`src/common/mempool_consts.svh`:
```
/* MemPool system constants
   Widths, address map, L2 bank geometry and control register offsets */
`ifndef MEMPOOL_CONSTS_SVH
`define MEMPOOL_CONSTS_SVH

`define ADDR_WIDTH        32
`define DATA_WIDTH        32
`define BE_WIDTH          4
`define NUM_CORES         16

// L2 geometry, words interleaved over the banks
`define NUM_L2_BANKS      4
`define L2_BANK_WORDS     64
`define L2_BASE_ADDR      32'h8000_0000
`define L2_END_ADDR       (`L2_BASE_ADDR + `NUM_L2_BANKS * `L2_BANK_WORDS * `BE_WIDTH)

`define PERIPH_BASE_ADDR  32'h4000_0000
`define PERIPH_END_ADDR   32'h4002_0000
`define BOOTROM_BASE_ADDR 32'hA000_0000
`define BOOTROM_END_ADDR  32'hA001_0000
`define BOOTROM_WORDS     16
`define BOOTROM_TAG       32'hB007_0000

`define TCDM_BASE_ADDR    32'h0000_0000
`define TCDM_SIZE         32'h0010_0000

// Control register offsets inside the peripheral window
`define REG_EOC           16'h0000
`define REG_WAKE_UP       16'h0004
`define REG_TCDM_START    16'h0008
`define REG_TCDM_END      16'h000C
`define REG_NUM_CORES     16'h0010

`endif

```
`src/common/mempool_pkg.sv`:
```
/* MemPool system package
   Request, response, target and address view types of the memory side */
`include "mempool_consts.svh"

package mempool_pkg;

  // Word request as seen on every port of the system
  typedef struct packed {
    logic                   req;
    logic                   we;
    logic [`ADDR_WIDTH-1:0] addr;
    logic [`DATA_WIDTH-1:0] wdata;
    logic [`BE_WIDTH-1:0]   be;
  } mem_req_t;

  typedef struct packed {
    logic                   rvalid;  // One pulse per accepted request
    logic [`DATA_WIDTH-1:0] rdata;
  } mem_rsp_t;

  typedef enum logic [1:0] {
    TGT_L2,
    TGT_BOOTROM,
    TGT_PERIPH,
    TGT_EXTERNAL  // Also taken by unmapped addresses
  } soc_target_e;

  // Bank index sits right above the byte offset
  typedef struct packed {
    logic [`ADDR_WIDTH-$clog2(`L2_BANK_WORDS)-$clog2(`NUM_L2_BANKS)-$clog2(`BE_WIDTH)-1:0] upper;
    logic [$clog2(`L2_BANK_WORDS)-1:0] row;
    logic [$clog2(`NUM_L2_BANKS)-1:0]  bank;
    logic [$clog2(`BE_WIDTH)-1:0]      byte_off;
  } l2_addr_t;

  typedef struct packed {
    logic [`ADDR_WIDTH-17:0] upper;
    logic [15:0]             reg_off;
  } periph_addr_t;

  // Same address word, decoded by the L2 or by the register file
  typedef union packed {
    l2_addr_t     l2;
    periph_addr_t periph;
  } mem_addr_u;

endpackage

```
`src/hdl/bootrom.sv`:
```
/* Boot ROM
   Fixed boot table, word addressed, registered one-cycle response */
`timescale 1ns/1ps
`include "mempool_consts.svh"

module bootrom
  import mempool_pkg::*;
(
  input  logic     clk_i,
  input  logic     rst_n_i,
  input  mem_req_t req_i,
  output mem_rsp_t rsp_o
);

  localparam int IDX_BITS = $clog2(`BOOTROM_WORDS);

  logic [`DATA_WIDTH-1:0] rom_table [`BOOTROM_WORDS];
  logic [`ADDR_WIDTH-1:0] word_idx;
  logic [`DATA_WIDTH-1:0] rdata_q;
  logic                   rvalid_q;

  // Word i carries the boot tag with its index in the low bits
  for (genvar i = 0; i < `BOOTROM_WORDS; i++) begin : gen_table
    assign rom_table[i] = `BOOTROM_TAG | `DATA_WIDTH'(i);
  end

  assign word_idx = (req_i.addr - `BOOTROM_BASE_ADDR) >> 2;

  always_ff @(posedge clk_i or negedge rst_n_i) begin
    if (!rst_n_i) begin
      rvalid_q <= 1'b0;
    end else begin
      rvalid_q <= req_i.req;  // Writes get an answer too
    end
  end

  always_ff @(posedge clk_i) begin
    if (req_i.req && !req_i.we) begin
      rdata_q <= (word_idx < `BOOTROM_WORDS) ? rom_table[word_idx[IDX_BITS-1:0]] : '0;
    end
  end

  assign rsp_o.rvalid = rvalid_q;
  assign rsp_o.rdata  = rdata_q;

endmodule

```
`config.mk`:
```
export PLATFORM = sky130hd
export DESIGN_NAME = bootrom
export DESIGN_NICKNAME = d
export VERILOG_FILES = /design/src/common/mempool_pkg.sv /design/src/hdl/bootrom.sv
export VERILOG_INCLUDE_DIRS = /design/src /design/src/common
export SDC_FILE = /design/constraint.sdc
export NUM_CORES = 1
export LEC_CHECK = 0
export CORE_MARGIN = 2
export CORE_UTILIZATION = 30
export CTS_CLUSTER_DIAMETER = 50
export CTS_CLUSTER_SIZE = 25
export DETAILED_ROUTE_END_ITERATION = 7
export DONT_BUFFER_PORTS = 1
export GPL_ROUTABILITY_DRIVEN = 0
export SETUP_SLACK_MARGIN = 0.15
export SLEW_MARGIN = 20
export SYNTH_ARGS = -nofsm -noshare
export SYNTH_HDL_FRONTEND = slang
export SYNTH_SLANG_ARGS = --single-unit
export TNS_END_PERCENT = 5
```
`constraint.sdc`:
```
create_clock -name clk_i -period 0.8 [get_ports clk_i]
set_clock_uncertainty 0.2 [all_clocks]
set_input_delay 0.04 -clock clk_i [delete_from_list [all_inputs] [get_ports clk_i]]
set_output_delay 0.04 -clock clk_i [all_outputs]
set_load 0.01 [all_outputs]
```
==> results.json <==
{
  "outcome": "finished with violations",
  "failed_checks": "negative hold slack, negative setup slack",
  "synth-simple-area-share_pct": 24.4,
  "placement.io_buffers": 0,
  "crit_slowest_cell": "edfxtp_1",
  "multiInputGateArea_um2": 350,
  "wl_per_cell_um": 10.6,
  "netlist-cell-type-count": 15,
  "yosys_register_bits": 6,
  "pwr-share-seq_pct": 44.4,
  "leakage_uw": 0.000228,
  "post_cts.repair.setup_buffers": 0,
  "critPathMaxStageDelay_ps": 400,
  "antenna_violating_nets_post_route": 0,
  "clock-sinks": 6,
  "final.fill_count": 183,
  "via_per_inst": 3.94,
  "period_share_pct": 133,
  "timing.final.hold_violations": 11,
  "synthMuxAreaShare_pct": 0,
  "power.share.switching_pct": 27.0,
  "crit_path_end_kind": "output port",
  "tritoncts_clock_tree": "done",
  "drv_cap": 0,
  "worst_hold_path_type": "in2async",
  "grt_use_total_pct": 7.93,
  "syn_area_per_cell_um2": 9.37,
  "synth_sequential_area_ratio_pct": 31.7,
  "dominant_combinational_cell_family_by_area_after_synthesis": "buffers and inverters",
  "postSynth.topFlopCell": "edfxtp_1",
  "gr-total-overflow": 0,
  "detailedRoute.firstPassIterationCount": 4,
  "clkSlewWorstSetupHoldPaths_ps": 50,
  "final.hold.worst_slack_ps": -197,
  "async_reset_ff_share_pct": 16.7,
  "wire_length_of_the_first_global_routing_pass_um": 1180,
  "share_comb_of_total_power_pct": 18.6,
  "synthMostInstantiatedCell": "buf_4",
  "synth.top_cells.by_count": "buf_4 (28), nor3_1 (6), edfxtp_1 (5)",
  "antenna_found_initial": 0,
  "worstPathBufferInverterCount": 1,
  "synth_xor_area_share_pct": 1.58,
  "post-place-ws_ps": -305,
  "total_number_of_vias": 335,
  "cp_data_required_time_ps": 560,
  "drive_gt1_share_pct": 35.0,
  "synthesis.instances": 59,
  "io_pins": 105,
  "drc_violations_left": 0,
  "floorplan.die.width_um": 46.9,
  "area_growth_pct": 17.6,
  "final_net_count": 134,
  "wirelength_met1_um": 286,
  "dpl.hpwl_um": 791,
  "detailroute.wirelength.met2_um": 412,
  "setup_viol": 13,
  "synth_area_um2": 553,
  "antenna_diode_count": 0,
  "synth_largest_area_cell": "buf_4",
  "top_signal_layer_used": "met3",
  "pnr_worst_setup_slack_ps": -261,
  "detailroute.wirelength.met3_um": 202,
  "synth_compound_area_share_pct": 0,
  "critPathTopFamily": "flip-flops",
  "cts_buffer_depth": 2,
  "fmax_mhz": 942,
  "floorplan.initialDensity_pct": 32.0,
  "period_minus_slack_ps": 1060,
  "synth_enable_flop_cells": 5,
  "first_global_vias": 281,
  "worstSetupStartpointType": "register",
  "timing.setup.critical_path_class": "reg2out",
  "power.total_uw": 833,
  "timing_max_transition_violations_final": 0,
  "intPower_uw": 608,
  "vdd.ir_drop.worst_uv": 625,
  "cts.root.buffer_cell": "clkbuf_4",
  "die_area_um2": 2200,
  "post_synth_main_area_contributors": "buf_4 (38%), edfxtp_1 (27%), nor3_1 (5.4%), dfrtp_1 (4.5%), nor4_2 (4.5%)",
  "detail_route.wirelength_um": 901,
  "grt_setup_unrepaired": "yes",
  "crit_chain": "buf_12",
  "drt_iter0_markers": 4,
  "timing.critical_path.fanout_max": 6,
  "synthDominantCellAreaShare_pct": 38.0,
  "cts_buffers": 3,
  "synth-warning-count": 0,
  "pin_count_of_the_biggest_net_entering_global_routing": 7,
  "net-switching-power_uw": 225,
  "p_clk_share_pct": 36.9,
  "placeable_core_area_um2": 1730,
  "rows": 15,
  "cts.htree.levels": 1,
  "synthAdderAreaFrac_pct": 2.26,
  "regArea_um2": 175,
  "arrival_ps": 820,
  "die_y_um": 46.9,
  "power.density_nw_per_um2": 1280
}
metal layers:
metal / up-vias / track usage [%]
met5: - / 0
met4: 0 / 1.67
met3: 0 / 7.31
met2: 40 / 11.8
met1: 143 / 8.41
li1: 152 / -
power groups by stage:
stage | clock, µW | sequential (µW) | combinational [µW]
3_3_place_gp | 0 | 375 | 143
4_1_cts | 314 | 370 | 149
6_report | 308 | 370 | 155
3_5_place_dp | 0 | 376 | 144
2_1_floorplan | 0 | 374 | 221
5_1_grt | 332 | 372 | 175
layout make-up:
cell class / instances / area share (%)
Clock buffer: 4 / 4.04
Inverter: 2 / 3.08
Multi-Input combinational cell: 44 / 53.8
Sequential cell: 6 / 26.9
Tap cell: 25 / 4.81
Timing Repair Buffer: 4 / 7.31
through the flow:
step	setup TNS (ps)	instance area (µm²)	util, %	std cells
3_5_place_dp	-1400	572	33.1	79
6_report	-2140	651	37.7	85
5_1_grt	-2810	651	37.7	85
4_1_cts	-2220	628	36.4	84
2_1_floorplan	-1790	723	-	80
3_3_place_gp	-1310	572	33.1	79
kinds of logic (layout without fill, tap and decap cells):
| group | after synthesis | after routing |
|---|---|---|
| other | 1 | 22 |
| AND/OR/NAND/NOR | 20 | 20 |
| XOR/XNOR | 1 | 1 |
| adder cells (fa/ha/maj) | 1 | 1 |
| buffers and inverters | 30 | 10 |
| flip-flops | 6 | 6 |
cells in the final DEF (no fill, tap or decap), types with 2 or more instances in the layout:
cell type	n
clkbuf_4	3
conb_1	22
dlygate4sd3_1	2
edfxtp_1	5
nand2_1	2
nand3_1	4
nor3_2	5
nor4_2	2
nor4_4	2
timing repair:
action	4_1_cts	5_1_grt
cloned	0	0
resized for setup	4	2
endpoints found under the setup margin	16	16
hold endpoints to repair	12	12
hold buffers	1	1
pin swaps	0	2
registers in the layout, indices dropped and copies added, names as in the netlist:
register and flops:
rvalid_q 1, rdata_q 5
how the worst max path moves through the flow:
stage | start | end | slack, ps | depth (start not counted)
6_report | rdata_q[29]$_SDFFCE_PP0P_ | rsp_o[18] | -260 | 1
5_1_grt | rdata_q[29]$_SDFFCE_PP0P_ | rsp_o[17] | -280 | 1
4_1_cts | rdata_q[29]$_SDFFCE_PP0P_ | rsp_o[18] | -270 | 1
3_5_place_dp | req_i[66] | rdata_q[2]$_SDFFCE_PP0P_ | -310 | 5
3_3_place_gp | req_i[65] | rdata_q[1]$_SDFFCE_PP0P_ | -300 | 5
2_1_floorplan | req_i[65] | rdata_q[0]$_SDFFCE_PP0P_ | -200 | 5
No activity file was read; power rests on OpenSTA's default activity.
