### config.mk
export PLATFORM = sky130hd
export DESIGN_NAME = soc_demux
export DESIGN_NICKNAME = d
export VERILOG_FILES = /design/src/common/mempool_pkg.sv /design/src/hdl/soc_demux.sv
export VERILOG_INCLUDE_DIRS = /design/src /design/src/common
export SDC_FILE = /design/constraint.sdc
export NUM_CORES = 1
export LEC_CHECK = 0
export ABC_CLOCK_PERIOD_IN_PS = 2820
export BUFFER_PORTS_ARGS = -buffer_cell sky130_fd_sc_hd__buf_2
export CORE_AREA = 5 5 200 202
export CTS_CLUSTER_SIZE = 10
export DETAILED_ROUTE_END_ITERATION = 10
export DIE_AREA = 0 0 205 207
export PLACE_DENSITY = 0.43
export SLEW_MARGIN = 30
export SYNTH_ARGS = -nofsm -noshare
export SYNTH_HDL_FRONTEND = slang
export SYNTH_SLANG_ARGS = --single-unit
### constraint.sdc
create_clock -name clk_i -period 2.82 [get_ports clk_i]
set_clock_uncertainty 0.1 [all_clocks]
set_input_delay 0.141 -clock clk_i [delete_from_list [all_inputs] [get_ports clk_i]]
set_output_delay 0.141 -clock clk_i [all_outputs]
set_load 0.01 [all_outputs]
### src/common/mempool_consts.svh
/* MemPool system constants
   Widths, address map, L2 bank geometry and control register offsets */
`ifndef MEMPOOL_CONSTS_SVH
`define MEMPOOL_CONSTS_SVH

`define ADDR_WIDTH        32
`define DATA_WIDTH        32
`define BE_WIDTH          4
`define NUM_CORES         16

// L2 geometry, words interleaved over the banks
`define NUM_L2_BANKS      4
`define L2_BANK_WORDS     64
`define L2_BASE_ADDR      32'h8000_0000
`define L2_END_ADDR       (`L2_BASE_ADDR + `NUM_L2_BANKS * `L2_BANK_WORDS * `BE_WIDTH)

`define PERIPH_BASE_ADDR  32'h4000_0000
`define PERIPH_END_ADDR   32'h4002_0000
`define BOOTROM_BASE_ADDR 32'hA000_0000
`define BOOTROM_END_ADDR  32'hA001_0000
`define BOOTROM_WORDS     16
`define BOOTROM_TAG       32'hB007_0000

`define TCDM_BASE_ADDR    32'h0000_0000
`define TCDM_SIZE         32'h0010_0000

// Control register offsets inside the peripheral window
`define REG_EOC           16'h0000
`define REG_WAKE_UP       16'h0004
`define REG_TCDM_START    16'h0008
`define REG_TCDM_END      16'h000C
`define REG_NUM_CORES     16'h0010

`endif

### src/common/mempool_pkg.sv
/* MemPool system package
   Request, response, target and address view types of the memory side */
`include "mempool_consts.svh"

package mempool_pkg;

  // Word request as seen on every port of the system
  typedef struct packed {
    logic                   req;
    logic                   we;
    logic [`ADDR_WIDTH-1:0] addr;
    logic [`DATA_WIDTH-1:0] wdata;
    logic [`BE_WIDTH-1:0]   be;
  } mem_req_t;

  typedef struct packed {
    logic                   rvalid;  // One pulse per accepted request
    logic [`DATA_WIDTH-1:0] rdata;
  } mem_rsp_t;

  typedef enum logic [1:0] {
    TGT_L2,
    TGT_BOOTROM,
    TGT_PERIPH,
    TGT_EXTERNAL  // Also taken by unmapped addresses
  } soc_target_e;

  // Bank index sits right above the byte offset
  typedef struct packed {
    logic [`ADDR_WIDTH-$clog2(`L2_BANK_WORDS)-$clog2(`NUM_L2_BANKS)-$clog2(`BE_WIDTH)-1:0] upper;
    logic [$clog2(`L2_BANK_WORDS)-1:0] row;
    logic [$clog2(`NUM_L2_BANKS)-1:0]  bank;
    logic [$clog2(`BE_WIDTH)-1:0]      byte_off;
  } l2_addr_t;

  typedef struct packed {
    logic [`ADDR_WIDTH-17:0] upper;
    logic [15:0]             reg_off;
  } periph_addr_t;

  // Same address word, decoded by the L2 or by the register file
  typedef union packed {
    l2_addr_t     l2;
    periph_addr_t periph;
  } mem_addr_u;

endpackage

### src/hdl/soc_demux.sv
/* System demux
   Decodes the host address, routes the request and steers the response back */
`timescale 1ns/1ps
`include "mempool_consts.svh"

module soc_demux
  import mempool_pkg::*;
(
  input  logic     clk_i,
  input  logic     rst_n_i,
  input  mem_req_t host_req_i,
  output logic     host_gnt_o,
  output mem_rsp_t host_rsp_o,
  output mem_req_t l2_req_o,
  input  mem_rsp_t l2_rsp_i,
  output mem_req_t rom_req_o,
  input  mem_rsp_t rom_rsp_i,
  output mem_req_t periph_req_o,
  input  mem_rsp_t periph_rsp_i,
  output mem_req_t mst_req_o,
  input  logic     mst_gnt_i,
  input  mem_rsp_t mst_rsp_i
);

  soc_target_e tgt;            // Decoded target of the host request
  soc_target_e tgt_q;          // Target of the last accepted request
  logic        accept;
  logic        int_pending_q;  // Internal response returns this cycle
  logic        ext_wait_q;     // External request granted, response outstanding

  always_comb begin
    if (host_req_i.addr >= `L2_BASE_ADDR && host_req_i.addr < `L2_END_ADDR) begin
      tgt = TGT_L2;
    end else if (host_req_i.addr >= `PERIPH_BASE_ADDR && host_req_i.addr < `PERIPH_END_ADDR) begin
      tgt = TGT_PERIPH;
    end else if (host_req_i.addr >= `BOOTROM_BASE_ADDR &&
                 host_req_i.addr < `BOOTROM_END_ADDR) begin
      tgt = TGT_BOOTROM;
    end else begin
      tgt = TGT_EXTERNAL;
    end
  end

  // External port sees the request only once internal responses have drained
  always_comb begin
    mst_req_o     = host_req_i;
    mst_req_o.req = host_req_i.req && (tgt == TGT_EXTERNAL) && !ext_wait_q && !int_pending_q;
  end

  always_comb begin
    if (ext_wait_q) begin
      host_gnt_o = 1'b0;  // Hold everything until the external response
    end else if (tgt == TGT_EXTERNAL) begin
      host_gnt_o = mst_gnt_i && !int_pending_q;
    end else begin
      host_gnt_o = 1'b1;
    end
  end

  assign accept = host_req_i.req && host_gnt_o;

  always_comb begin
    l2_req_o         = host_req_i;
    rom_req_o        = host_req_i;
    periph_req_o     = host_req_i;
    l2_req_o.req     = accept && (tgt == TGT_L2);
    rom_req_o.req    = accept && (tgt == TGT_BOOTROM);
    periph_req_o.req = accept && (tgt == TGT_PERIPH);
  end

  always_ff @(posedge clk_i or negedge rst_n_i) begin
    if (!rst_n_i) begin
      tgt_q         <= TGT_L2;
      int_pending_q <= 1'b0;
      ext_wait_q    <= 1'b0;
    end else begin
      int_pending_q <= accept && (tgt != TGT_EXTERNAL);
      if (accept) tgt_q <= tgt;
      if (accept && tgt == TGT_EXTERNAL) begin
        ext_wait_q <= 1'b1;
      end else if (mst_rsp_i.rvalid) begin
        ext_wait_q <= 1'b0;
      end
    end
  end

  // Responses come back in accept order, so the last tag picks the source
  always_comb begin
    case (tgt_q)
      TGT_L2:      host_rsp_o = l2_rsp_i;
      TGT_BOOTROM: host_rsp_o = rom_rsp_i;
      TGT_PERIPH:  host_rsp_o = periph_rsp_i;
      default: begin
        host_rsp_o        = mst_rsp_i;
        host_rsp_o.rvalid = mst_rsp_i.rvalid && ext_wait_q;
      end
    endcase
  end

endmodule

==> results of run 1 <==
==> what timing repair did <==
item,4_1_cts,5_1_grt
hold buffers,1,0
resized for setup,0,0
hold endpoints to repair,4,0
==> stage by stage <==
stage	instances	util	hold WS, ns	cell area [um2]
finish	879	0.0850	0.0323	3240
detailed placement	875	0.0827	-0.129	3150
CTS	879	0.0850	0.0364	3240
floorplan	355	-	-0.255	3160
global route	879	0.0850	0.0541	3240
global placement	875	0.0827	-0.127	3150
==> sequential cells by signal (all words and copies together) (netlist names) <==
register,flops
int_pending_q,1
ext_wait_q,1
tgt_q,2
==> where the power goes <==
part | switching, mW | leakage (nW) | internal (mW)
sequential | 0.000750 | 0.0435 | 0.0593
clock | 0.0508 | 0.0370 | 0.182
combinational | 0.157 | 1.46 | 0.183
==> metal layers <==
metal | up-vias | global-route usage | part of all wire
met1 | 954 | 0.0434 | 0.30
met4 | 6 | 0.0189 | 0.045
li1 | 929 | - | -
met2 | 278 | 0.0851 | 0.47
met3 | 63 | 0.0244 | 0.18
met5 | - | 0 | 0.0032
==> cells by family (layout without fill, tap and decap cells) <==
kind of cell           after synthesis  in the layout
AO/OA/AOI/OAI                        6              6
buffers and inverters              287            293
flip-flops                           4              4
multiplexers                        35             35
AND/OR/NAND/NOR                     23             23
==> layout make-up <==
cell class,instances,area share
Timing Repair Buffer,287,0.451
Multi-Input combinational cell,64,0.290
Tap cell,518,0.200
Sequential cell,4,0.0317
Clock buffer,3,0.0232
Inverter,3,0.00348
==> cells in the mapped netlist, drive strengths merged <==
cell type | instances | area (um2)
or3 | 1 | 6.26
nor4b | 1 | 8.76
a311oi | 1 | 15.0
o21a | 1 | 7.51
a31oi | 1 | 6.26
buf | 279 | 2090
and2 | 1 | 6.26
mux2 | 2 | 22.5
nand2 | 2 | 7.51
nor3b | 1 | 7.51
nor4 | 6 | 37.5
nor2b | 2 | 12.5
o22ai | 1 | 6.26
nor3 | 2 | 10.0
clkbuf | 5 | 18.8
a21o | 1 | 7.51
o21ai | 1 | 5.00
nand3 | 3 | 15.0
inv | 3 | 11.3
dfrtp | 4 | 100
mux4 | 33 | 743
nor2 | 4 | 15.0
==> worst paths after layout <==
path	endpoint	slack (ns)	startpoint	cells after the start
worst min register to register	ext_wait_q	0.50	ext_wait_q	2
max in group asynchronous	tgt_q[0]	2.21	rst_n_i	2
worst max register to register	tgt_q[1]	1.15	ext_wait_q	5
worst max-delay path	host_rsp_o[10]	0.73	tgt_q[0]	3
worst min-delay path	ext_wait_q	0.03	mst_rsp_i[32]	2
min in group asynchronous	tgt_q[1]	0.25	rst_n_i	2
==> run metrics, run 1 <==
clk_lat worst skew=0.23 ns; CP top delay family=flip-flops; GRT Util Overall=0.0466; Post-Synth Adder-Cell Area=0; H-Tree Depth=1; post-synthesis mux area share=0.243; Area Overhead vs Synth=2.58%; FMAX=0.479 GHz; Net Count, Synth=560; Routed Antenna Nets=0; peak supply drop=0.000204 V; GPL Wtd Cong=0.630; RSZ-0062 raised after global routing=no; CTS sink cnt=4; fin worst setup slack=0.731 ns; FP Rows=72; Power, Total=633 uW; nets=568; library cells used by synthesis=23; initial antenna violation count=6; post-CTS setup buffers=0; final wirelength=11.6 mm; dpl ws=0.756 ns; xor and xnor area share after synthesis=0; Antenna Cells=0; final setup violation count=0; initial DRC count=64; kind of critical path=reg2out; Worst-Margin Slew=0.873 ns; Final Slew Violations=0; Post-Route Setup TNS=0 ns; CP Cell Sequence=buf_12 -> mux4_2 -> buf_2; slowest CP cell=dfrtp_2; io pins=519; Worst EP arrival=1.85 ns; Max clock buf depth=2; CORE AREA=38100 um2; die width=205 um; root buffer cell=clkbuf_16; fin crit share=0.741; Compound-Gate Fraction of Synth Area=0.0151; Crit path buffers/inverters=2; post-synthesis cell count=355; final hold vios=0; Worst setup SP type=flip-flop; flops & latches, synth=4; leakage=1.54 nW; Critical Path Fanout Max=21; grt total ovfl=0; layout cell share with drive strength beyond 1=0.900; min Tclk post-route=2.09 ns; vias per inst=2.54; 1st-pass router iterations=4; Initial Util=0.0828; Worst slew margin=0.418; filler instances=4461; CP max stage delay=0.61 ns; Yosys warning count=0; CP Capture Type=primary output; vias in the first global route=2306; CTS tree=done; mapped cell area=3160 um2; DRC viols=0; # Max-Cap Violations=0; simple-gate area share of the yosys netlist=0.0400; die area=42400 um2; Critical Path RT=2.58 ns; PortBufs=283; clk slew on worst S/H paths=0.04 ns; first-pass GRT wire length=14.8 mm; Via Count=2230; dpl hpwl=10.6 mm; PD cells=195 nW/um2; largest net degree at the start of global routing=35; chip height=207 um; most common cell after layout, fill and taps aside=buf_2; sequential fraction of the synthesis area=0.0317; Num CTS Buffers=3; Avg Cell Area, Syn=8.89 um2; status=complete, no violations; multi-input logic area=940 um2; routed length per placed instance=13.2 um; most frequent cells in the layout=buf_2 (283), mux4_2 (33), nor4_1 (6); worst hold path class=in2reg; main combinational cell family by area after synthesis=buffers and inverters; Reg area=103 um2
No activity file was read; power rests on OpenSTA's default activity.
==> run 2, diff against run 1 <==
ABC_AREA = 1   (was unset)
ABC_CLOCK_PERIOD_IN_PS = 1950   (was 2820)
CORE_AREA = 5 5 197 199   (was 5 5 200 202)
DIE_AREA = 0 0 202 204   (was 0 0 205 207)
PLACE_DENSITY = 0.44   (was 0.43)
clock period = 1.95 ns   (was 2.82 ns; I/O delays follow)
==> run 2 against run 1 <==
Non-clock buffer count rose by 5. Count of clock-buffer cells in the layout did not move. Final area rose by 6.8%. Sequential power rose by 95%. Global-route usage rose by 1.3 points. Sequential share of layout area fell by 0.27 points. Critical path depth rose by 3. Die area fell by 2.9%. Via count rose by 37%. Worst setup slack got worse by 0.54 ns. Largest power group unchanged.
==> run metrics, run 2 <==
dpl hpwl=11.6 mm; Power, Total=1.82 mW; library cells used by synthesis=18; PD cells=527 nW/um2; Via Count=3066; count leader, synth=buf_4; Critical Path Fanout Max=28; Worst EP arrival=1.56 ns; die width=202 um; fin crit share=0.900; leakage=1.80 nW; peak supply drop=0.000160 V; kind of critical path=reg2out; Num CTS Buffers=3; Initial Util=0.0900; sequential fraction of the synthesis area=0.0300; GRT Util Overall=0.0601; clk_lat worst skew=0.22 ns; ys flop type=dfrtp_1; FMAX=0.570 GHz; H-Tree Depth=1; FFs w/ async S/R, synth=1.00; Compound-Gate Fraction of Synth Area=0.00750; initial antenna violation count=1; 1st-pass router iterations=4; most common cell after layout, fill and taps aside=buf_2; Largest regs=tgt_q x2, ext_wait_q x1, int_pending_q x1; Avg Cell Area, Syn=6.12 um2; Max clock buf depth=2; Worst slew margin=0.815; R2R Setup Slk=0.73 ns; filler instances=4372; RSZ-0062 raised after global routing=no; post-synthesis mux area share=0; nets=759; final instance area=3460 um2; clk slew on worst S/H paths=0.03 ns; final wirelength=13.9 mm; Routed Antenna Nets=0; xor and xnor area share after synthesis=0; first-pass GRT wire length=19.0 mm; # Max-Cap Violations=0; root buffer cell=clkbuf_16; post-synthesis cell count=545; Net Count, Synth=750; r2r startpoint=ext_wait_q; initial DRC count=166; Critical path origin=tgt_q[1]; synth top area cells=buf_4 (62%), nand2_1 (17%), nand4_1 (6.4%), dfrtp_1 (3.0%), nor2_1 (2.5%); grt total ovfl=0; CTS sink cnt=4; PortBufs=283; chip height=204 um; final hold slack=0.0779 ns; worst reg2reg path depth=6; fin worst setup slack=0.196 ns; Antenna Cells=0; Synth top area share=0.621; Post-Route Setup TNS=0 ns; Area Overhead vs Synth=3.68%; Worst setup SP type=flip-flop; FP Rows=71; routed length per placed instance=13.6 um; post-CTS setup buffers=0; final setup violation count=0; status=complete, no violations; CP Capture Type=primary output; dpl ws=0.260 ns; CTS tree=done; Post-Synth Adder-Cell Area=0; die area=41200 um2; commonest cells in the netlist=buf_4 (276), nand2_1 (152), nand4_1 (34); Largest register FFs=2; Post-DP Area=3340 um2; mapped cell area=3330 um2; vias in the first global route=3196; main combinational cell family by area after synthesis=buffers and inverters; final hold vios=0; Yosys warning count=0; CORE AREA=37000 um2; largest net degree at the start of global routing=29; worst hold path class=in2reg; simple-gate area share of the yosys netlist=0.310; DRC viols=0; vias per inst=2.99; worst hold stages=3; flops & latches, synth=4; layout cell share with drive strength beyond 1=0.563; largest area contributor in the netlist=buf_4; min Tclk post-route=1.75 ns; io pins=519; most frequent cells in the layout=buf_2 (283), nand2_1 (152), nand4_1 (34); GPL Wtd Cong=0.753; Critical Path RT=1.75 ns; Worst-Margin Slew=0.277 ns; Final Slew Violations=0; Top reg by flops=tgt_q; number of flops mapped to enable cells by yosys=0; worst hold path startpoint=host_req_i[69]
==> run 2: cell count changes in the layout (fill, tap and decap cells not counted), sizes merged, moves of 3 or more <==
| cell | before | now |
|---|---|---|
| mux4 | 33 | 0 |
| nand3 | 3 | 16 |
| a21oi | 0 | 3 |
| nor4 | 6 | 0 |
| nand4 | 0 | 34 |
| nor2 | 4 | 25 |
| nand2 | 2 | 155 |
| buf | 286 | 290 |
| inv | 3 | 16 |
==> run 2: area by class of cell <==
cell class | instances | area (um2) | share of cell area
multi-input combinational | 237 | 1070 | 0.310
timing repair buffer | 292 | 1550 | 0.450
inverter | 16 | 62.6 | 0.0181
clock buffer | 3 | 75.1 | 0.0217
tap | 474 | 593 | 0.172
sequential | 4 | 100 | 0.0290
==> run 2: timing repair <==
item,in CTS,in global routing
hold buffers,1,0
setup endpoints to repair,0,1
hold endpoints to repair,4,0
gates resized for setup,0,1
==> run 2: logic make-up after synthesis <==
| logic type | count (synthesis) |
|---|---|
| DFF | 4 |
| and+or+nand+nor | 232 |
| AOI/OAI and AO/OA | 5 |
| buffers and inverters | 304 |
==> run 2: critical path, stage by stage, from the launching register on <==
cell and delay, ns:
dfrtp_1 0.46, inv_2 0.08, nor2_4 0.12, buf_12 0.18
nand2_1 0.13, nand4_1 0.16, buf_2 0.16
==> run 2: routing by layer <==
metal | track usage | share of wire
met3 | 0.0308 | 0.14
met1 | 0.0603 | 0.35
met2 | 0.102 | 0.46
met5 | 0.0107 | 0.0045
met4 | 0.0300 | 0.045
==> run 2: path summary, 6_finish.rpt <==
path	end
max reg2reg	tgt_q[1]
max in group asynchronous	tgt_q[1]
min reg2reg	tgt_q[1]
max	host_rsp_o[10]
min	int_pending_q
min in group asynchronous	ext_wait_q
==> run 2: per-stage QoR <==
step | cells | utilization
after global placement | 1021 | 0.0903
after floorplan | 545 | -
after detailed placement | 1021 | 0.0903
final | 1026 | 0.0933
after CTS | 1025 | 0.0926
after global routing | 1026 | 0.0933
==> run 2: power breakdown <==
part	total [mW]	switching [mW]	internal (mW)
sequential	0.117	0.0228	0.0944
clock	0.318	0.0558	0.262
combinational	1.39	0.818	0.569
total	1.82	0.897	0.926
