[config.mk]
export PLATFORM = sky130hd
export DESIGN_NAME = ctrl_registers
export DESIGN_NICKNAME = d
export VERILOG_FILES = /design/src/common/mempool_pkg.sv /design/src/hdl/ctrl_registers.sv
export VERILOG_INCLUDE_DIRS = /design/src /design/src/common
export SDC_FILE = /design/constraint.sdc
export NUM_CORES = 1
export LEC_CHECK = 0
export BUFFER_PORTS_ARGS = -buffer_cell sky130_fd_sc_hd__buf_4
export CAP_MARGIN = 20
export CORE_UTILIZATION = 48
export DETAILED_ROUTE_END_ITERATION = 6
export PLACE_DENSITY = 0.79
export SLEW_MARGIN = 20
export SYNTH_ARGS = -nofsm -noshare
export SYNTH_HDL_FRONTEND = slang
export SYNTH_SLANG_ARGS = --single-unit
[constraint.sdc]
create_clock -name clk_i -period 1.1 [get_ports clk_i]
set_input_delay 0.22 -clock clk_i [delete_from_list [all_inputs] [get_ports clk_i]]
set_output_delay 0.22 -clock clk_i [all_outputs]
set_load 0.01 [all_outputs]
[src/common/mempool_consts.svh]
/* MemPool system constants
   Widths, address map, L2 bank geometry and control register offsets */
`ifndef MEMPOOL_CONSTS_SVH
`define MEMPOOL_CONSTS_SVH

`define ADDR_WIDTH        32
`define DATA_WIDTH        32
`define BE_WIDTH          4
`define NUM_CORES         16

// L2 geometry, words interleaved over the banks
`define NUM_L2_BANKS      4
`define L2_BANK_WORDS     64
`define L2_BASE_ADDR      32'h8000_0000
`define L2_END_ADDR       (`L2_BASE_ADDR + `NUM_L2_BANKS * `L2_BANK_WORDS * `BE_WIDTH)

`define PERIPH_BASE_ADDR  32'h4000_0000
`define PERIPH_END_ADDR   32'h4002_0000
`define BOOTROM_BASE_ADDR 32'hA000_0000
`define BOOTROM_END_ADDR  32'hA001_0000
`define BOOTROM_WORDS     16
`define BOOTROM_TAG       32'hB007_0000

`define TCDM_BASE_ADDR    32'h0000_0000
`define TCDM_SIZE         32'h0010_0000

// Control register offsets inside the peripheral window
`define REG_EOC           16'h0000
`define REG_WAKE_UP       16'h0004
`define REG_TCDM_START    16'h0008
`define REG_TCDM_END      16'h000C
`define REG_NUM_CORES     16'h0010

`endif

[src/common/mempool_pkg.sv]
/* MemPool system package
   Request, response, target and address view types of the memory side */
`include "mempool_consts.svh"

package mempool_pkg;

  // Word request as seen on every port of the system
  typedef struct packed {
    logic                   req;
    logic                   we;
    logic [`ADDR_WIDTH-1:0] addr;
    logic [`DATA_WIDTH-1:0] wdata;
    logic [`BE_WIDTH-1:0]   be;
  } mem_req_t;

  typedef struct packed {
    logic                   rvalid;  // One pulse per accepted request
    logic [`DATA_WIDTH-1:0] rdata;
  } mem_rsp_t;

  typedef enum logic [1:0] {
    TGT_L2,
    TGT_BOOTROM,
    TGT_PERIPH,
    TGT_EXTERNAL  // Also taken by unmapped addresses
  } soc_target_e;

  // Bank index sits right above the byte offset
  typedef struct packed {
    logic [`ADDR_WIDTH-$clog2(`L2_BANK_WORDS)-$clog2(`NUM_L2_BANKS)-$clog2(`BE_WIDTH)-1:0] upper;
    logic [$clog2(`L2_BANK_WORDS)-1:0] row;
    logic [$clog2(`NUM_L2_BANKS)-1:0]  bank;
    logic [$clog2(`BE_WIDTH)-1:0]      byte_off;
  } l2_addr_t;

  typedef struct packed {
    logic [`ADDR_WIDTH-17:0] upper;
    logic [15:0]             reg_off;
  } periph_addr_t;

  // Same address word, decoded by the L2 or by the register file
  typedef union packed {
    l2_addr_t     l2;
    periph_addr_t periph;
  } mem_addr_u;

endpackage

[src/hdl/ctrl_registers.sv]
/* Control registers
   End-of-computation flag, core wake-up pulses and read-only system info */
`timescale 1ns/1ps
`include "mempool_consts.svh"

module ctrl_registers
  import mempool_pkg::*;
(
  input  logic                  clk_i,
  input  logic                  rst_n_i,
  input  mem_req_t              req_i,
  output mem_rsp_t              rsp_o,
  output logic                  eoc_valid_o,
  output logic [`NUM_CORES-1:0] wake_up_o
);

  mem_addr_u              addr_u;
  logic                   wr_en;
  logic [`DATA_WIDTH-1:0] eoc_q;
  logic [`DATA_WIDTH-1:0] rdata_d;
  logic [`DATA_WIDTH-1:0] rdata_q;
  logic                   rvalid_q;

  assign addr_u = req_i.addr;
  assign wr_en  = req_i.req && req_i.we;

  // Read mux, upper address bits alias onto the same registers
  always_comb begin
    case (addr_u.periph.reg_off)
      `REG_EOC:        rdata_d = eoc_q;
      `REG_TCDM_START: rdata_d = `TCDM_BASE_ADDR;
      `REG_TCDM_END:   rdata_d = `TCDM_BASE_ADDR + `TCDM_SIZE;
      `REG_NUM_CORES:  rdata_d = `DATA_WIDTH'(`NUM_CORES);
      default:         rdata_d = '0;  // WAKE_UP is write-only
    endcase
  end

  always_ff @(posedge clk_i or negedge rst_n_i) begin
    if (!rst_n_i) begin
      eoc_q     <= '0;
      wake_up_o <= '0;
      rvalid_q  <= 1'b0;
    end else begin
      rvalid_q  <= req_i.req;
      wake_up_o <= '0;  // Single-cycle pulse
      if (wr_en && addr_u.periph.reg_off == `REG_EOC) begin
        for (int i = 0; i < `BE_WIDTH; i++) begin
          if (req_i.be[i]) eoc_q[i*8 +: 8] <= req_i.wdata[i*8 +: 8];
        end
      end
      if (wr_en && addr_u.periph.reg_off == `REG_WAKE_UP) begin
        wake_up_o <= req_i.wdata[`NUM_CORES-1:0];
      end
    end
  end

  always_ff @(posedge clk_i) begin
    if (req_i.req) rdata_q <= rdata_d;
  end

  assign eoc_valid_o  = eoc_q[0];
  assign rsp_o.rvalid = rvalid_q;
  assign rsp_o.rdata  = rdata_q;

endmodule

==> summary.md, run 1 <==
| Metric | Value |
|---|---|
| Outcome | `finished, violations left` |
| Failing checks | `setup timing` |
| Largest net degree at the start of global routing | `50` |
| Total track usage | `19.9%` |
| Critical Path Source Type | `primary input` |
| H-tree depth | `3` |
| Synth warn | `0` |
| Via-to-Cell Ratio | `4.91` |
| Most frequent cells in the layout | `61 x buf_4, 53 x buf_6, 49 x dfrtp_1` |
| Die Height | `82.0 um` |
| Port bufs | `105` |
| CP max FO | `8` |
| Num CTS Buffers | `9` |
| Period utilization | `134%` |
| Placed cell count | `371` |
| FF-to-FF setup slack | `0.23 ns` |
| CP endpoint kind | `register` |
| Layout cell share with drive strength beyond 1 | `56.8%` |
| DP Wirelength | `4.25 mm` |
| Unrepaired setup endpoints after global routing | `yes` |
| Clock Latency Late Sink | `0.34 ns` |
| Max_cap viols | `0` |
| 1st-iter DRT viols | `58` |
| Final Instance Area | `4530 um2` |
| Post-Synth Simple-Gate Area | `15.4%` |
| Main combinational cell family by area after synthesis | `simple AND/OR/NAND/NOR gates` |
| Final setup skew | `0.00903 ns` |
| Num ports | `122` |
| Slowest cell on crit path | `or4_4` |
| Initial antenna violation count | `0` |
| Count of final setup violators | `82` |
| Clk buf depth | `2` |
| Buf/Inv on CP | `2` |
| Post-synthesis cell count | `185` |
| Max incr delay on CP | `0.55 ns` |
| Core Area | `6060 um2` |
| Kind of cell adding the most delay to the critical path | `simple AND/OR/NAND/NOR gates` |
| Xor/xnor share of the synthesized area | `0%` |
| DRT Wirelength | `6.06 mm` |
| Hold crit path type | `primary input to register` |
| Chip width | `82.0 um` |
| Synth Register Bits | `81` |
| Drt wl/cell | `15.5 um` |
| Clk root buf | `clkbuf_8` |
| Most common cell after layout, fill and taps aside | `buf_4` |
| Post-synthesis cell type count | `18` |
| Post-Place Cell Area | `4080 um2` |
| Multiplexer share of the synthesized area | `11.7%` |
| Clock sinks | `81` |
| Relative slew margins | `82.1%` |
| Crit Path Class | `primary input to register` |
| Antenna diodes | `0` |
| PD cells | `1310 nW/um2` |
| CP arrival | `1.70 ns` |
| Syn nets | `257` |
| Post-Synth Adder-Cell Area | `0%` |
| Vias in the first global route | `1901` |
| Final min period | `1.47 ns` |
| Initial core utilization | `50.7%` |
| Critical Path RT | `1.33 ns` |
| Area growth, synth to finish | `47.6%` |
| Clk pin slew, worst setup/hold paths | `0.08 ns` |
| Layout Nets | `382` |
| GP Congestion | `0.695` |
| Worst-path cell chain | `buf_6, or4_4, nor3_4, buf_12, nand4_4, mux2_4` |
| Post-synthesis sequential area ratio | `71.2%` |
| DRC | `0` |
| Final worst slack | `-0.370 ns` |
| Least-Margin Pin Slew | `0.268 ns` |
| Via count | `1915` |
| Global-route wire length before repair | `9.36 mm` |
| Max Clock Freq | `680 MHz` |
| Mapped cell area | `3070 um2` |
| Hold Violations, Final | `0` |
| Final Util | `74.8%` |
| Die area | `6720 um2` |
| Detailed-router iteration count before antenna repair | `4` |
| Final Non-Filler Cells | `390` |
| Slew Limit Fails | `0` |
| Maximum VDD drop | `0.981 mV` |
| GR Overflow Total | `0` |
| LEAKAGE | `0.00221 uW` |
| Row cnt | `28` |
| Post-route ant nets | `0` |
| CTS tree | `built` |
| Complex-gate fraction of the synthesized area | `0.530%` |
| Post-Syn Area per Cell | `16.6 um2` |
-- synth_stat cells --
| cell type | instances | share of area, % |
|---|---|---|
| a21oi_1 | 1 | 0.16 |
| and2_1 | 46 | 9.4 |
| and3_1 | 3 | 0.61 |
| and4b_1 | 1 | 0.33 |
| buf_4 | 2 | 0.49 |
| clkbuf_1 | 1 | 0.12 |
| clkbuf_2 | 3 | 0.49 |
| dfrtp_1 | 49 | 40 |
| edfxtp_1 | 32 | 31 |
| mux2_2 | 32 | 12 |
| nand2_1 | 3 | 0.37 |
| nand4_4 | 4 | 2.8 |
| nor2_1 | 2 | 0.24 |
| nor2_4 | 1 | 0.37 |
| nor3_4 | 1 | 0.53 |
| o2111a_1 | 1 | 0.37 |
| or4_1 | 2 | 0.49 |
| or4_4 | 1 | 0.37 |
-- routing by layer --
metal  vias to the layer above  routed length [um]  GRT usage (%)
li1                        906                   -              -
met1                       933                2440           24.3
met2                        63                3170           33.1
met3                        13                 272           4.11
met4                         0                 180           10.7
met5                         -                   0              0
-- where the power goes --
part           internal [uW]  leakage (uW)  switching, uW
Sequential              3180       0.00101           20.9
Combinational            238       0.00109            160
Clock                   1280      0.000109           1050
-- cells by family (layout without fill, tap and decap cells) --
family                 after synthesis  in the layout
AOI/OAI and AO/OA                    2              2
buffers and inverters                6            136
DFF                                 81             81
muxes                               32             32
and+or+nand+nor                     64             64
-- registers in the layout, indices dropped and copies added (netlist names) --
signal	flops
eoc_q	32
rdata_q	32
wake_up_o	16
rvalid_q	1
-- worst paths after layout --
kind,from,end,cells past startpoint
min reg2reg,eoc_q[31]$_DFFE_PN0P_,eoc_q[31]$_DFFE_PN0P_,1
max reg2reg,eoc_q[4]$_DFFE_PN0P_,rdata_q[4]$_DFFE_PP_,1
max,req_i[45],eoc_q[14]$_DFFE_PN0P_,6
min in group asynchronous,rst_n_i,eoc_q[13]$_DFFE_PN0P_,3
min,req_i[10],wake_up_o[6]$_DFF_PN0_,2
max in group asynchronous,rst_n_i,eoc_q[4]$_DFFE_PN0P_,3
-- per-stage QoR --
stage               setup TNS [ns]  power (uW)  setup WS, ns  hold WS, ns
finish                      -25.84        5930        -0.370       0.0899
global placement            -55.22        3620        -0.736        0.211
floorplan                   -51.58        3300        -0.679      -0.0756
detailed placement          -56.99        3620        -0.756        0.216
CTS                         -25.30        5950        -0.367       0.0756
global route                -30.01        6140        -0.420       0.0817
-- timing repair --
action | in CTS | in global routing
resized for setup | 21 | 36
hold endpoints to repair | 49 | 0
setup buffers | 0 | 2
hold buffers | 1 | 0
setup endpoints to repair | 98 | 127
pin swaps | 1 | 0
-- area by class of cell --
type	instances	area (um2)
Clock buffer	9	124
Tap cell	75	93.8
Clock inverter	7	95.1
Timing Repair Buffer	120	1160
Multi-Input combinational cell	98	870
Fill cell	383	1530
Sequential cell	81	2190
Power figures use the tool's default switching activity.
==> inputs of run 2 (changes only) <==
==> constraint.sdc (replaced) <==
create_clock -name clk_i -period 1.1 [get_ports clk_i]
set_input_delay 0.22 -clock clk_i [delete_from_list [all_inputs] [get_ports clk_i]]
set_output_delay 0.22 -clock clk_i [all_outputs]
set_load 0.02 [all_outputs]
==> run 2 against run 1 <==
The flow still finishes with violations (setup timing). Final area grew 0.22%. Non-clock buffer count rose by 3. Sequential cell count is the same. Count of clock-buffer cells in the layout rose by 3. Worst hold slack lost 0.011 ns. Sequential power about the same. Utilization grew 0.17 points. Sequential share of layout area is 0.11 points lower. Register-to-register slack got worse by 0.17 ns. Die area did not move. Setup slack worse by 0.013 ns. Power fell by 3.4%. Largest cell class unchanged. Largest power group unchanged.
==> summary.md, run 2 (same netlist as run 1, synthesis figures left out) <==
| Metric | Value |
|---|---|
| Num ports | `122 (unchanged)` |
| Final min period | `1.48 ns (was 1.47 ns)` |
| Global-route wire length before repair | `10.1 mm (was 9.36 mm)` |
| Failing checks | `setup timing (unchanged)` |
| Post-route ant nets | `0 (unchanged)` |
| Hold crit path type | `primary input to register (unchanged)` |
| Initial antenna violation count | `0 (unchanged)` |
| Hold Violations, Final | `0 (unchanged)` |
| Area growth, synth to finish | `47.9% (was 47.6%)` |
| Slew Limit Fails | `0 (unchanged)` |
| Num CTS Buffers | `9 (unchanged)` |
| Via count | `1941 (was 1915)` |
| CP endpoint kind | `register (unchanged)` |
| PD cells | `1260 nW/um2 (was 1310 nW/um2)` |
| Core Area | `6060 um2 (unchanged)` |
| Clock Latency Late Sink | `0.35 ns (was 0.34 ns)` |
| Final setup skew | `0.00918 ns (was 0.00903 ns)` |
| Initial core utilization | `50.7% (unchanged)` |
| Clk root buf | `clkbuf_8 (unchanged)` |
| Clk pin slew, worst setup/hold paths | `0.08 ns (about the same)` |
| Clock sinks | `81 (unchanged)` |
| Crit Path Class | `primary input to register (unchanged)` |
| Die area | `6720 um2 (unchanged)` |
| H-tree depth | `3 (unchanged)` |
| Clk buf depth | `2 (unchanged)` |
| Vias in the first global route | `2106 (was 1901)` |
| Total track usage | `21.4% (was 19.9%)` |
| Critical Path Source Type | `primary input (unchanged)` |
| Drt wl/cell | `16.5 um (was 15.5 um)` |
| Unrepaired setup endpoints after global routing | `yes (unchanged)` |
| CTS tree | `built (unchanged)` |
| Antenna diodes | `0 (unchanged)` |
| Most common cell after layout, fill and taps aside | `buf_4 (unchanged)` |
| Period utilization | `135% (was 134%)` |
| Relative slew margins | `70.4% (was 82.1%)` |
| Least-Margin Pin Slew | `0.444 ns (was 0.268 ns)` |
| Maximum VDD drop | `0.904 mV (was 0.981 mV)` |
| Outcome | `finished, violations left (unchanged)` |
| Critical Path RT | `1.32 ns (was 1.33 ns)` |
| Detailed-router iteration count before antenna repair | `4 (unchanged)` |
| Chip width | `82.0 um (unchanged)` |
| Via-to-Cell Ratio | `4.95 (was 4.91)` |
| Final worst slack | `-0.384 ns (was -0.370 ns)` |
| CP max FO | `8 (unchanged)` |
| Layout cell share with drive strength beyond 1 | `58.0% (was 56.8%)` |
| GP Congestion | `0.754 (was 0.695)` |
| Max_cap viols | `0 (unchanged)` |
| GR Overflow Total | `0 (unchanged)` |
| CP arrival | `1.70 ns (about the same)` |
| FF-to-FF setup slack | `0.06 ns (was 0.23 ns)` |
| Count of final setup violators | `92 (was 82)` |
| LEAKAGE | `0.00221 uW (about the same)` |
| Layout Nets | `385 (was 382)` |
| Largest net degree at the start of global routing | `34 (was 50)` |
| DP Wirelength | `4.57 mm (was 4.25 mm)` |
| DRT Wirelength | `6.46 mm (was 6.06 mm)` |
| Sum Neg Setup Slack | `-26.81 ns (was -25.84 ns)` |
| Most frequent cells in the layout | `63 x buf_4, 54 x buf_6, 49 x dfrtp_1 (was 61 x buf_4, 53 x buf_6, 49 x dfrtp_1)` |
| Row cnt | `28 (unchanged)` |
| Fin Hold WS | `0.0789 ns (was 0.0899 ns)` |
| Max Clock Freq | `674 MHz (was 680 MHz)` |
| 1st-iter DRT viols | `76 (was 58)` |
| Die Height | `82.0 um (unchanged)` |
| Port bufs | `105 (unchanged)` |
| DRC | `0 (unchanged)` |
| Largest registers | `eoc_q (32), rdata_q (32), wake_up_o (16) (unchanged)` |
[run 2: cell count changes in the layout (fill, tap and decap cells not counted), moves of 2 or more]
cell      before  now
and2_1        46   40
and2_4         0    6
buf_4         61   63
clkbuf_1       0    2
clkinv_4       2    0
[run 2: final timing paths]
kind,from,to,cells after the start
worst min register to register,eoc_q[26]$_DFFE_PN0P_,eoc_q[26]$_DFFE_PN0P_,1
worst max register to register,eoc_q[0]$_DFFE_PN0P_,eoc_q[0]$_DFFE_PN0P_,3
worst max-delay path,req_i[45],rdata_q[17]$_DFFE_PP_,7
worst min-delay path,req_i[15],wake_up_o[11]$_DFF_PN0_,2
max in group asynchronous,rst_n_i,eoc_q[16]$_DFFE_PN0P_,3
min in group asynchronous,rst_n_i,wake_up_o[10]$_DFF_PN0_,2
[run 2: through the flow]
step | area, um2 | std cells | utilization, % | setup slack [ns] | power, uW
detailed placement | 4080 | 373 | 67.4 | -0.767 | 3660
global route | 4540 | 392 | 75.0 | -0.425 | 5930
finish | 4540 | 392 | 75.0 | -0.384 | 5720
CTS | 4460 | 391 | 73.6 | -0.390 | 5770
floorplan | 3080 | 185 | - | -0.680 | 3340
global placement | 4080 | 373 | 67.4 | -0.728 | 3650
[run 2: metal layers]
layer | vias up | global-route usage [%] | share of wire [%]
li1 | 908 | - | -
met1 | 950 | 24.1 | 38
met2 | 69 | 36.2 | 54
met3 | 14 | 6.89 | 5.6
met4 | 0 | 11.2 | 2.7
met5 | - | 0 | 0
[run 2: final cells by class]
class | count | area (um2)
multi-input cells | 98 | 890
well taps | 75 | 93.8
repair buffers | 123 | 1190
fillers | 397 | 1520
clock buffers | 12 | 145
flip-flops and latches | 81 | 2190
clock inverters | 3 | 42.5
[run 2: what timing repair did]
action / CTS / global route
endpoints found under the hold margin: 15 / 0
gates cloned: 1 / 0
resized for setup: 47 / 21
setup buffers: 1 / 1
hold buffers: 1 / 0
setup endpoints to repair: 115 / 129
pin swaps: 6 / 3
[run 2: worst max-delay path, cell delays in order]
cell	delay, ns
buf_6	0.09
or4_4	0.55
nor3_4	0.18
buf_12	0.16
and3_4	0.22
buf_6	0.14
and2_4	0.14
[run 2: report_power, final]
part           switching, uW  total, uW  internal, uW
clock                    991       2090          1100
sequential              21.1       3200          3180
combinational            194        436           242
